File: config.mk
export PLATFORM = sky130hd
export DESIGN_NAME = tlk2711_tx
export DESIGN_NICKNAME = d
export VERILOG_FILES = /design/src/tx_ctrl_pkg.sv /design/src/tlk_line_pkg.sv /design/src/tlk2711_tx.sv /design/src/tx_line_encoder.sv /design/src/tx_frame_fsm.sv /design/src/tx_word_fifo.sv
export SDC_FILE = /design/constraint.sdc
export NUM_CORES = 2
export LEC_CHECK = 0
export BUFFER_PORTS_ARGS = -buffer_cell sky130_fd_sc_hd__buf_4
export CAP_MARGIN = 20
export CORE_MARGIN = 5
export CORE_UTILIZATION = 57
export DETAILED_ROUTE_END_ITERATION = 6
export PLACE_DENSITY = 0.76
export SYNTH_ARGS = -nofsm -noshare
export SYNTH_HDL_FRONTEND = slang
export SYNTH_HIERARCHICAL = 1
export SYNTH_SLANG_ARGS = --single-unit
File: constraint.sdc
create_clock -name clk -period 5.2 [get_ports clk]
set_input_delay 1.04 -clock clk [delete_from_list [all_inputs] [get_ports clk]]
set_output_delay 1.04 -clock clk [all_outputs]
set_load 0.005 [all_outputs]
File: src/tx_ctrl_pkg.sv
// transmit mode and sequencer state enums, length and count types, frame configuration
package tx_ctrl_pkg;

    // normal sends the DMA payload, test sends a counting pattern
    typedef enum logic {MODE_NORM, MODE_TEST} tx_mode_e;

    typedef enum logic [3:0] {
        ST_IDLE, ST_SYNC, ST_SOF, ST_HEAD, ST_SIGN, ST_NUM,
        ST_LEN, ST_DATA, ST_SUM, ST_EOF, ST_GAP, ST_INTR
    } frame_state_e;

    // frame length in bytes, always a multiple of 8
    typedef logic [15:0] byte_len_t;

    // frame index within a file
    typedef logic [23:0] frame_num_t;

    // interrupt width in clock cycles
    typedef logic [15:0] intr_width_t;

    // transfer setup, held stable while a file is sent
    typedef struct packed {
        byte_len_t   body_len;
        byte_len_t   tail_len;
        frame_num_t  body_num;
        intr_width_t intr_width;
    } frame_cfg_t;

    // what the encoder does with the word of this cycle
    typedef enum logic [1:0] {
        WK_FIXED,
        WK_SUMMED,
        WK_SUM
    } word_kind_e;

endpackage

File: src/tlk_line_pkg.sv
// serial link word type, line output struct, K-code words and frame header constants
package tlk_line_pkg;

    // one word on the TLK2711 TXD bus
    typedef logic [15:0] line_word_t;

    // word plus its two K flags, tk_msb covers the upper byte
    typedef struct packed {
        line_word_t txd;
        logic       tk_msb;
        logic       tk_lsb;
    } line_out_t;

    //////////////////////////////
    // K-code words
    //////////////////////////////

    // D5.6 over K28.5, only the low byte is a K code
    localparam line_out_t COMMA_WORD = '{txd: 16'hC5BC, tk_msb: 1'b0, tk_lsb: 1'b1};

    // start of frame, K28.2 over K27.7
    localparam line_out_t SOF_WORD   = '{txd: 16'h5CFB, tk_msb: 1'b1, tk_lsb: 1'b1};

    // end of frame, K29.7 over K30.7
    localparam line_out_t EOF_WORD   = '{txd: 16'hFDFE, tk_msb: 1'b1, tk_lsb: 1'b1};

    //////////////////////////////
    // frame header data words
    //////////////////////////////

    localparam line_word_t HEAD_0 = 16'hEB90;
    localparam line_word_t HEAD_1 = 16'hE116;

    // data type 0x81 in the upper byte, file end flag in the lower byte
    localparam line_word_t FILE_SIGN     = 16'h8100;
    localparam line_word_t FILE_END_SIGN = 16'h8101;

endpackage
File: src/tlk2711_tx.sv
// TLK2711 transmit framer top with mode latch, start flag and configuration packing
`timescale 1ns/1ps

module tlk2711_tx #(
    parameter int DMA_WIDTH  = 64,
    parameter int FIFO_BEATS = 64,
    parameter int SYNC_WORDS = 6,
    parameter int GAP_WORDS  = 16
) (
    input  logic                        clk,
    input  logic                        i_soft_reset,
    input  logic                        i_tx_start,
    input  logic                        i_stop_test,
    input  tx_ctrl_pkg::tx_mode_e       i_tx_mode,
    input  tx_ctrl_pkg::byte_len_t      i_tx_packet_body,
    input  tx_ctrl_pkg::byte_len_t      i_tx_packet_tail,
    input  tx_ctrl_pkg::frame_num_t     i_tx_body_num,
    input  tx_ctrl_pkg::intr_width_t    i_tx_intr_width,
    input  logic                        i_dma_rd_valid,
    input  logic [DMA_WIDTH-1:0]        i_dma_rd_data,
    output logic                        o_dma_rd_ready,
    output logic                        o_tx_interrupt,
    output tlk_line_pkg::line_word_t    o_2711_txd,
    output logic                        o_2711_tkmsb,
    output logic                        o_2711_tklsb
);

    tx_ctrl_pkg::tx_mode_e    mode;
    tx_ctrl_pkg::frame_cfg_t  cfg;
    tx_ctrl_pkg::word_kind_e  kind;
    tlk_line_pkg::line_word_t fifo_word;
    tlk_line_pkg::line_out_t  fsm_line;
    tlk_line_pkg::line_out_t  enc_line;
    logic                     start_flag;
    logic                     fifo_avail;
    logic                     word_take;
    logic                     frame_begun;
    logic                     sum_clear;

    // mode is taken with the start pulse, flag stays up until the sequencer starts
    always_ff @(posedge clk) begin
        if (i_soft_reset) begin
            mode       <= tx_ctrl_pkg::MODE_NORM;
            start_flag <= 1'b0;
        end else if (i_tx_start) begin
            mode       <= i_tx_mode;
            start_flag <= 1'b1;
        end else if (frame_begun) begin
            start_flag <= 1'b0;
        end
    end

    assign cfg = '{body_len:   i_tx_packet_body,
                   tail_len:   i_tx_packet_tail,
                   body_num:   i_tx_body_num,
                   intr_width: i_tx_intr_width};

    tx_word_fifo #(
        .DMA_WIDTH  (DMA_WIDTH),
        .FIFO_BEATS (FIFO_BEATS)
    ) u_tx_word_fifo (
        .clk          (clk),
        .i_soft_reset (i_soft_reset),
        .i_wr_valid   (i_dma_rd_valid),
        .i_wr_data    (i_dma_rd_data),
        .o_wr_ready   (o_dma_rd_ready),
        .i_word_take  (word_take),
        .o_word       (fifo_word),
        .o_word_avail (fifo_avail)
    );

    tx_frame_fsm #(
        .SYNC_WORDS (SYNC_WORDS),
        .GAP_WORDS  (GAP_WORDS)
    ) u_tx_frame_fsm (
        .clk            (clk),
        .i_soft_reset   (i_soft_reset),
        .i_mode         (mode),
        .i_start_flag   (start_flag),
        .i_stop_test    (i_stop_test),
        .i_cfg          (cfg),
        .i_word         (fifo_word),
        .i_word_avail   (fifo_avail),
        .o_word_take    (word_take),
        .o_frame_begun  (frame_begun),
        .o_line         (fsm_line),
        .o_kind         (kind),
        .o_sum_clear    (sum_clear),
        .o_tx_interrupt (o_tx_interrupt)
    );

    tx_line_encoder u_tx_line_encoder (
        .clk          (clk),
        .i_soft_reset (i_soft_reset),
        .i_line       (fsm_line),
        .i_kind       (kind),
        .i_sum_clear  (sum_clear),
        .o_line       (enc_line)
    );

    assign o_2711_txd   = enc_line.txd;
    assign o_2711_tkmsb = enc_line.tk_msb;
    assign o_2711_tklsb = enc_line.tk_lsb;

endmodule

File: src/tx_line_encoder.sv
// checksum accumulator and registered TLK2711 line word
`timescale 1ns/1ps

module tx_line_encoder (
    input  logic                    clk,
    input  logic                    i_soft_reset,
    input  tlk_line_pkg::line_out_t i_line,
    input  tx_ctrl_pkg::word_kind_e i_kind,
    input  logic                    i_sum_clear,
    output tlk_line_pkg::line_out_t o_line
);

    // 16-bit wrap-around sum of frame number, length and payload
    tlk_line_pkg::line_word_t sum;

    always_ff @(posedge clk) begin
        if (i_soft_reset) begin
            sum <= '0;
        end else if (i_sum_clear) begin
            sum <= '0;
        end else if (i_kind == tx_ctrl_pkg::WK_SUMMED) begin
            sum <= sum + i_line.txd;
        end
    end

    //////////////////////////////
    // output register
    //////////////////////////////

    always_ff @(posedge clk) begin
        if (i_soft_reset) begin
            // link sees commas straight after reset
            o_line <= tlk_line_pkg::COMMA_WORD;
        end else begin
            o_line <= i_line;
            if (i_kind == tx_ctrl_pkg::WK_SUM) begin
                o_line.txd <= sum;
            end
        end
    end

    // every checksum word belongs to a frame opened by SOF
    a_sum_after_sof: assert property (@(posedge clk) disable iff (i_soft_reset)
        i_sum_clear |-> i_line == tlk_line_pkg::SOF_WORD);

endmodule

File: src/tx_frame_fsm.sv
// frame sequencer with word counters, frame index, test stop flag and interrupt timer
`timescale 1ns/1ps

module tx_frame_fsm #(
    parameter int SYNC_WORDS = 6,
    parameter int GAP_WORDS  = 16
) (
    input  logic                     clk,
    input  logic                     i_soft_reset,
    input  tx_ctrl_pkg::tx_mode_e    i_mode,
    input  logic                     i_start_flag,
    input  logic                     i_stop_test,
    input  tx_ctrl_pkg::frame_cfg_t  i_cfg,
    input  tlk_line_pkg::line_word_t i_word,
    input  logic                     i_word_avail,
    output logic                     o_word_take,
    output logic                     o_frame_begun,
    output tlk_line_pkg::line_out_t  o_line,
    output tx_ctrl_pkg::word_kind_e  o_kind,
    output logic                     o_sum_clear,
    output logic                     o_tx_interrupt
);

    tx_ctrl_pkg::frame_state_e state;
    tx_ctrl_pkg::frame_num_t   frame_idx;
    tx_ctrl_pkg::byte_len_t    frame_len;
    tlk_line_pkg::line_word_t  data_txd;
    // shared by sync, head, payload, gap and interrupt counting
    logic [15:0]               step_cnt;
    logic [15:0]               data_words;
    logic                      stop_pend;
    logic                      test_mode;
    logic                      last_frame;
    logic                      go;
    logic                      data_sel;
    logic                      word_step;

    assign test_mode  = (i_mode == tx_ctrl_pkg::MODE_TEST);
    assign last_frame = !test_mode && (frame_idx == i_cfg.body_num);
    assign frame_len  = last_frame ? i_cfg.tail_len : i_cfg.body_len;
    assign data_words = {1'b0, frame_len[15:1]};

    // normal mode waits for the first word in the FIFO
    assign go            = i_start_flag && (test_mode || i_word_avail);
    assign o_frame_begun = (state == tx_ctrl_pkg::ST_IDLE) && go;

    //////////////////////////////
    // word selection
    //////////////////////////////

    always_comb begin
        o_line      = tlk_line_pkg::COMMA_WORD;
        o_kind      = tx_ctrl_pkg::WK_FIXED;
        o_sum_clear = 1'b0;
        o_word_take = 1'b0;
        data_sel    = 1'b0;
        data_txd    = '0;
        word_step   = 1'b0;
        case (state)
            tx_ctrl_pkg::ST_SOF: begin
                o_line      = tlk_line_pkg::SOF_WORD;
                o_sum_clear = 1'b1;
            end
            tx_ctrl_pkg::ST_HEAD: begin
                data_sel = 1'b1;
                data_txd = step_cnt[0] ? tlk_line_pkg::HEAD_1 : tlk_line_pkg::HEAD_0;
            end
            tx_ctrl_pkg::ST_SIGN: begin
                data_sel = 1'b1;
                data_txd = (test_mode || last_frame) ? tlk_line_pkg::FILE_END_SIGN
                                                     : tlk_line_pkg::FILE_SIGN;
            end
            tx_ctrl_pkg::ST_NUM: begin
                data_sel = 1'b1;
                data_txd = frame_idx[15:0];
                o_kind   = tx_ctrl_pkg::WK_SUMMED;
            end
            tx_ctrl_pkg::ST_LEN: begin
                data_sel = 1'b1;
                data_txd = frame_len;
                o_kind   = tx_ctrl_pkg::WK_SUMMED;
            end
            tx_ctrl_pkg::ST_DATA: begin
                // test pattern is the payload word count itself
                // underrun leaves the comma in place
                word_step   = test_mode || i_word_avail;
                o_word_take = !test_mode && i_word_avail;
                data_sel    = word_step;
                data_txd    = test_mode ? step_cnt : i_word;
                if (word_step) begin
                    o_kind = tx_ctrl_pkg::WK_SUMMED;
                end
            end
            tx_ctrl_pkg::ST_SUM: begin
                data_sel = 1'b1;
                o_kind   = tx_ctrl_pkg::WK_SUM;
            end
            tx_ctrl_pkg::ST_EOF: begin
                o_line = tlk_line_pkg::EOF_WORD;
            end
            default: ;
        endcase
        if (data_sel) begin
            o_line = '{txd: data_txd, tk_msb: 1'b0, tk_lsb: 1'b0};
        end
    end

    //////////////////////////////
    // state walk and counters
    //////////////////////////////

    always_ff @(posedge clk) begin
        if (i_soft_reset) begin
            state          <= tx_ctrl_pkg::ST_IDLE;
            frame_idx      <= '0;
            step_cnt       <= '0;
            stop_pend      <= 1'b0;
            o_tx_interrupt <= 1'b0;
        end else begin
            if (i_stop_test && test_mode && state != tx_ctrl_pkg::ST_IDLE) begin
                stop_pend <= 1'b1;
            end
            case (state)
                tx_ctrl_pkg::ST_IDLE: begin
                    step_cnt  <= '0;
                    frame_idx <= '0;
                    if (go) begin
                        state <= tx_ctrl_pkg::ST_SYNC;
                    end
                end
                tx_ctrl_pkg::ST_SYNC: begin
                    step_cnt <= step_cnt + 1'b1;
                    if (step_cnt == SYNC_WORDS - 1) begin
                        state <= tx_ctrl_pkg::ST_SOF;
                    end
                end
                tx_ctrl_pkg::ST_SOF: begin
                    step_cnt <= '0;
                    state    <= tx_ctrl_pkg::ST_HEAD;
                end
                tx_ctrl_pkg::ST_HEAD: begin
                    step_cnt <= step_cnt + 1'b1;
                    if (step_cnt[0]) begin
                        state <= tx_ctrl_pkg::ST_SIGN;
                    end
                end
                tx_ctrl_pkg::ST_SIGN: state <= tx_ctrl_pkg::ST_NUM;
                tx_ctrl_pkg::ST_NUM:  state <= tx_ctrl_pkg::ST_LEN;
                tx_ctrl_pkg::ST_LEN: begin
                    step_cnt <= '0;
                    state    <= (data_words == '0) ? tx_ctrl_pkg::ST_SUM : tx_ctrl_pkg::ST_DATA;
                end
                tx_ctrl_pkg::ST_DATA: begin
                    if (word_step) begin
                        step_cnt <= step_cnt + 1'b1;
                        if (step_cnt == data_words - 1'b1) begin
                            state <= tx_ctrl_pkg::ST_SUM;
                        end
                    end
                end
                tx_ctrl_pkg::ST_SUM: state <= tx_ctrl_pkg::ST_EOF;
                tx_ctrl_pkg::ST_EOF: begin
                    step_cnt <= '0;
                    state    <= tx_ctrl_pkg::ST_GAP;
                end
                tx_ctrl_pkg::ST_GAP: begin
                    step_cnt <= step_cnt + 1'b1;
                    if (step_cnt == GAP_WORDS - 1) begin
                        step_cnt <= '0;
                        if (test_mode && (stop_pend || i_stop_test)) begin
                            stop_pend <= 1'b0;
                            state     <= tx_ctrl_pkg::ST_IDLE;
                        end else if (last_frame) begin
                            o_tx_interrupt <= (i_cfg.intr_width != '0);
                            state <= (i_cfg.intr_width != '0) ? tx_ctrl_pkg::ST_INTR
                                                              : tx_ctrl_pkg::ST_IDLE;
                        end else begin
                            frame_idx <= frame_idx + 1'b1;
                            state     <= tx_ctrl_pkg::ST_SOF;
                        end
                    end
                end
                tx_ctrl_pkg::ST_INTR: begin
                    step_cnt <= step_cnt + 1'b1;
                    if (step_cnt == i_cfg.intr_width - 1'b1) begin
                        o_tx_interrupt <= 1'b0;
                        state          <= tx_ctrl_pkg::ST_IDLE;
                    end
                end
                default: state <= tx_ctrl_pkg::ST_IDLE;
            endcase
        end
    end

    // interrupt only at the end of a normal-mode file
    a_intr_state: assert property (@(posedge clk) disable iff (i_soft_reset)
        o_tx_interrupt |-> (state == tx_ctrl_pkg::ST_INTR) && !test_mode);

endmodule

File: src/tx_word_fifo.sv
// DMA beat FIFO with first-word-fall-through 16-bit lane output
`timescale 1ns/1ps

module tx_word_fifo #(
    parameter int DMA_WIDTH  = 64,
    parameter int FIFO_BEATS = 64
) (
    input  logic                     clk,
    input  logic                     i_soft_reset,
    input  logic                     i_wr_valid,
    input  logic [DMA_WIDTH-1:0]     i_wr_data,
    output logic                     o_wr_ready,
    input  logic                     i_word_take,
    output tlk_line_pkg::line_word_t o_word,
    output logic                     o_word_avail
);

    // at least two lanes per beat
    localparam int LANES = DMA_WIDTH / 16;
    localparam int AW    = $clog2(FIFO_BEATS);
    localparam int LW    = $clog2(LANES);

    logic [DMA_WIDTH-1:0] mem [FIFO_BEATS];
    logic [AW-1:0]        wr_ptr;
    logic [AW-1:0]        rd_ptr;
    logic [AW:0]          beat_cnt;
    logic [LW-1:0]        lane;
    logic                 push;
    logic                 take;
    logic                 pop;

    assign o_wr_ready   = (beat_cnt != (AW+1)'(FIFO_BEATS));
    assign o_word_avail = (beat_cnt != '0);

    assign push = i_wr_valid && o_wr_ready;
    assign take = i_word_take && o_word_avail;
    // beat is freed with its last lane
    assign pop  = take && (lane == LW'(LANES - 1));

    // lowest lane goes out first
    assign o_word = mem[rd_ptr][lane*16 +: 16];

    always_ff @(posedge clk) begin
        if (push) begin
            mem[wr_ptr] <= i_wr_data;
        end
    end

    //////////////////////////////
    // pointers and fill level
    //////////////////////////////

    always_ff @(posedge clk) begin
        if (i_soft_reset) begin
            wr_ptr   <= '0;
            rd_ptr   <= '0;
            beat_cnt <= '0;
            lane     <= '0;
        end else begin
            if (push) begin
                wr_ptr <= (wr_ptr == AW'(FIFO_BEATS - 1)) ? '0 : wr_ptr + 1'b1;
            end
            if (pop) begin
                rd_ptr <= (rd_ptr == AW'(FIFO_BEATS - 1)) ? '0 : rd_ptr + 1'b1;
            end
            if (take) begin
                lane <= (lane == LW'(LANES - 1)) ? '0 : lane + 1'b1;
            end
            beat_cnt <= beat_cnt + (AW+1)'(push) - (AW+1)'(pop);
        end
    end

    // the sequencer only takes a word it was offered
    a_take_avail: assert property (@(posedge clk) disable iff (i_soft_reset)
        i_word_take |-> o_word_avail);

endmodule

# After elaboration in Yosys (flattened, before gate mapping)
# Memory sizes are Yosys's and may differ from the RTL's. A register that Yosys moved wholly into a read port is not among the register bits.
# Cells that the tools add are included.
# totals
out_inout_bits,20
regBits,103
mem_bits_rw,4096
wordCells,143
n_memories,1
inputBits,142
# op_classes
add_sub_neg,10
n_reduce_logical,33
n_eq_ne,32
shifts,1
muxes,51
# mem_list
memory,words,word_bits,read_ports,rd_clocked_by_memory_dff,write_ports,line,text
u_tx_word_fifo.mem,64,64,1,1,1,tx_word_fifo.sv:23,logic [DMA_WIDTH-1:0] mem [FIFO_BEATS];
# op_table
cell,count
$mux 16,5
$pmux 16 s5,1
$mux 24,3
$pmux 16 s4,1
$shiftx 64x7->16,1
$pmux 24 s2,1
$pmux 4 s12,1
$mux 4,11
$pmux 18 s2,1
$eq 16x16->1,2
$add 24x1->24 const B,1
$eq 24x24->1,1
$mux 6,4
$mux 18,1
$mux 1,17
$add 16x1->16 const B,1
$add 16x16->16,1
$eq 16x3->1 const B,1
$eq 16x4->1 const B,1
$eq 4x3->1 const B,4
$eq 4x4->1 const B,4
$logic_not 16->1,1
$ne 2x1->1 const B,8
$reduce_bool 16->1,1
32 further kinds,54

# Longest topological paths before layout
# logic_depth
word_depth,8
mapped_depth,25
ltp_nobuf,19

# Hierarchy
# Netlist, hierarchy kept.
# by_module_without_submodules
module,area_per_inst_um2,instances,cells_each
tx_word_fifo,157601.2,1,7153
tx_frame_fsm,5162.5,1,696
tx_line_encoder,1973.1,1,249
tlk2711_tx,68.8,1,7

# Least setup slack after synthesis
# No wires, ideal clock.
# synth_timing
path_type,input port to flip-flop
startpoint,input port i_dma_rd_valid
endpoint,"memory u_tx_word_fifo.mem[62][0], enable pin"
arrival_time_ps,4673
path_slack_ps,40
required_time_ps,4713
stages,6
setup_ps,487
path_cell_list,and2_1 clkbuf_1 inv_1 nor2_1 nand3_1 nor2_1
# synth_between
elab_chain_cells,3
# synth_lines
item,line,text
from (decl),tlk2711_tx.sv:19,"input logic i_dma_rd_valid,"
$logic_and 1x1->1,tx_word_fifo.sv:35,assign push = i_wr_valid && o_wr_ready;
$mux 1,tx_word_fifo.sv:44,if (push) begin
$mux 1 (implied by the code),tx_word_fifo.sv:45,mem[wr_ptr] <= i_wr_data;
to (decl),tx_word_fifo.sv:23,
# Every way passes these cells.

==> results.cfg <==
[routing]
ant_nets = 0
drtIter0Drc = 16370
vias_per_cell = 7.257
post_drt_wl_per_cell_um = 40.03
dr_total_vias = 96070
drc = 2
drt-pass1-iter-count = 7
drt_wl_total_um = 529900

[cts]
cts_tree = done
clkLatencyLatePin_ps = 960
hold_buffers = 0
clk_pin_slew_ps = 60
cts_htree_levels = 5
cts_max_path_buffers = 4
cts_made_buffers = 404
cts_root_buffer = clkbuf_16
clock_sinks = 4205

[floorplanning]
num_io_pins = 162
row_count = 197
fp.dieArea_um2 = 300000
die-height_um = 547.7
core_um2 = 287900
fp.dieW_um = 547.7
start_util_pct = 57.24

[setup_path]
required_ps = 6070
start_kind = flip-flop
critPathMaxFanout = 8
critPathArrivalTime_ps = 6320
cp-end-kind = flip-flop
crit_type = reg -> reg

[power_and_ir_drop]
leakage_nw = 60.34
switching_share_pct = 21.52
p_seq_share_pct = 53.3
powerDensity_nw_per_um2 = 365.2
power_frac_comb_pct = 5.0
pwr-share-clk_pct = 41.7
p_switching_mw = 15.19
worst_ir_drop_vdd_mv = 0.2918
p_total_mw = 70.61
p_int_mw = 55.41

[yosys]
synth_area_leaders = edfxtp_1 (75%), mux4_2 (11%), mux2i_1 (3.1%)
synth_most_common_cell = edfxtp_1
synth_fp_nets = 8282
ys_seq_elements = 4205
syn_avg_cell_area_um2 = 20.33
synthTopCellsByCount = edfxtp_1 (4096), mux4_2 (811), mux2i_1 (510), a21oi_1 (265), nor2_1 (253)
ys_async_sr_fraction_pct = 0
synth-edff-count = 4096
synth_ff_type = edfxtp_1
synth_top_cell_by_area = edfxtp_1
synthesis.area_um2 = 164800
synth_cell_type_count = 102
yosysWarnings = 6
synth_top_area_share_pct = 74.63
yosysSeqAreaShare_pct = 75.96
syn_inst = 8105

[timing]
fin_setup_tns_ps = -1335
fin_worst_skew_ps = 83.08
hold_ws_ps = 341.4
fin_ws_ps = -251.8
worstMarginPinSlew_ps = 1273
fmax_mhz = 183.4
finalMaxSlewViolations = 0
setup_viol = 10
slew_headroom_pct = 15.16
rsz0062_at_grt = true
hold_viol = 0
finalCriticalPeriod_ps = 5452
period_share_pct = 104.8

[placed_design]
io_buffers = 161
place_inst = 12340
gp_congestion = 0.9166
hpwl_um = 270500

[global_route]
grt_util_all_layers_pct = 34.69
antenna_found_initial = 26
grt_pass1_vias = 95040
grt_max_degree = 71
grt_pass1_wl_um = 730400
grt-ovfl-total = 0

[status]
status = finished, violations left
violations = DRC, setup timing

[finish]
final_cells = 13240
drive_above_1_share_pct = 29.58
layout-area-overhead-vs-synth_pct = 17.29
fillers = 17120
fin_nets = 9292

[worst_hold_path]
hold_class = in -> reg

[flow_run]
drv_cap = 0
routing by layer:
metal	part of all wire [%]	GRT usage, %	vias to the layer above
met5	0.026	0	-
met4	8.0	21.03	10
met3	16	11.57	2310
met2	45	51.91	9468
met1	31	44.57	48160
li1	-	-	36120
cell families after synthesis:
logic type,after synthesis,share of synthesized area (%)
adders and majority gates,35,0.2748
DFF,4205,75.96
and+or+nand+nor,800,2.499
AOI/OAI and AO/OA,1104,4.643
xor gates and xnor gates,121,0.6605
buffers and inverters,510,1.717
muxes,1330,14.25
layout make-up:
cell class                      count  area [um^2]  area share, %
Sequential cell                  4205       125200          64.77
Multi-Input combinational cell   3390        38620          19.98
Timing Repair Buffer             1075        11560          5.980
Clock buffer                      487        10540          5.453
Tap cell                         3781         4731          2.447
Clock inverter                    237         2442          1.263
Inverter                           39        155.1        0.08026
Antenna cell                       23        57.56        0.02977
power groups by stage:
stage / sequential, mW / combinational [mW] / clock, mW
after floorplan: 38.3 / 1.40 / 0
after detailed placement: 38.3 / 3.11 / 0
after global routing: 37.6 / 3.75 / 31.1
final: 37.6 / 3.55 / 29.4
after CTS: 37.6 / 3.32 / 29.3
after global placement: 38.3 / 3.02 / 0
final timing paths:
check,startpoint,end,slack [ps],cells past startpoint
max,flip-flop,u_tx_line_encoder/sum[14],-250,22
min,i_tx_mode,mode,340,3
max reg2reg,flip-flop,u_tx_line_encoder/sum[14],-250,22
min reg2reg,start_flag,start_flag,490,2
stage by stage:
| stage | setup slack (ps) | cell area [um^2] | utilization (%) |
|---|---|---|---|
| after global routing | -358.1 | 193300 | 67.13 |
| final | -251.8 | 193300 | 67.14 |
| after CTS | -47.02 | 191800 | 66.62 |
| after detailed placement | -1238 | 176900 | 61.43 |
| after global placement | -1109 | 176800 | 61.42 |
| after floorplan | 39.99 | 164800 | - |
sequential cells by signal (all words and copies together) (netlist names), named ones only:
signal                         count
u_tx_word_fifo/mem              4096
u_tx_frame_fsm/frame_idx          24
u_tx_line_encoder/o_line          18
u_tx_frame_fsm/step_cnt           16
u_tx_line_encoder/sum             16
u_tx_word_fifo/beat_cnt            7
u_tx_word_fifo/rd_ptr              6
u_tx_word_fifo/wr_ptr              6
u_tx_frame_fsm/state               4
u_tx_word_fifo/lane                2
mode                               1
start_flag                         1
u_tx_frame_fsm/o_tx_interrupt      1
u_tx_frame_fsm/stop_pend           1
cell usage in the layout, fill, tap and decap left out, types with 32 or more instances in the layout:
cell type | netlist | routed
nand4_1 | 34 | 34
clkinv_1 | 2 | 73
o221ai_1 | 184 | 165
inv_1 | 36 | 34
clkinv_2 | 0 | 84
mux4_2 | 811 | 811
buf_12 | 7 | 203
nor2_1 | 253 | 182
dfxtp_1 | 109 | 104
xor2_1 | 68 | 68
nor2_4 | 0 | 68
o22ai_1 | 150 | 140
buf_4 | 48 | 797
bufinv_16 | 0 | 44
mux2i_1 | 510 | 507
clkbuf_16 | 0 | 412
a21oi_1 | 265 | 246
nand3_1 | 33 | 32
nor3_1 | 49 | 48
o21ai_0 | 94 | 67
edfxtp_1 | 4096 | 4096
clkbuf_1 | 225 | 71
a211oi_1 | 58 | 48
xnor2_1 | 50 | 50
nor4_1 | 63 | 33
nand2_1 | 194 | 191
a22oi_1 | 164 | 139
worst max-delay path, cell delays in order (launching register included):
cell	delay, ps
dfxtp_4	380
buf_12	140
buf_12	110
buf_16	190
buf_6	200
buf_4	130
mux4_2	490
a221oi_1	360
o21ai_0	190
nor4_1	310
buf_4	210
nor4b_4	90
mux2i_2	250
nor2_1	130
a2111oi_2	300
nor2_1	100
buf_4	170
ha_4	280
nand3_2	80
or3_4	390
or4b_4	500
a211o_1	290
nand3_2	70
timing repair:
item,CTS,global route
pin swaps,38,70
gates resized for setup,182,170
setup endpoints to repair,16,12
buffers inserted,62,72
gates cloned,17,5
No activity file was read; power rests on OpenSTA's default activity.
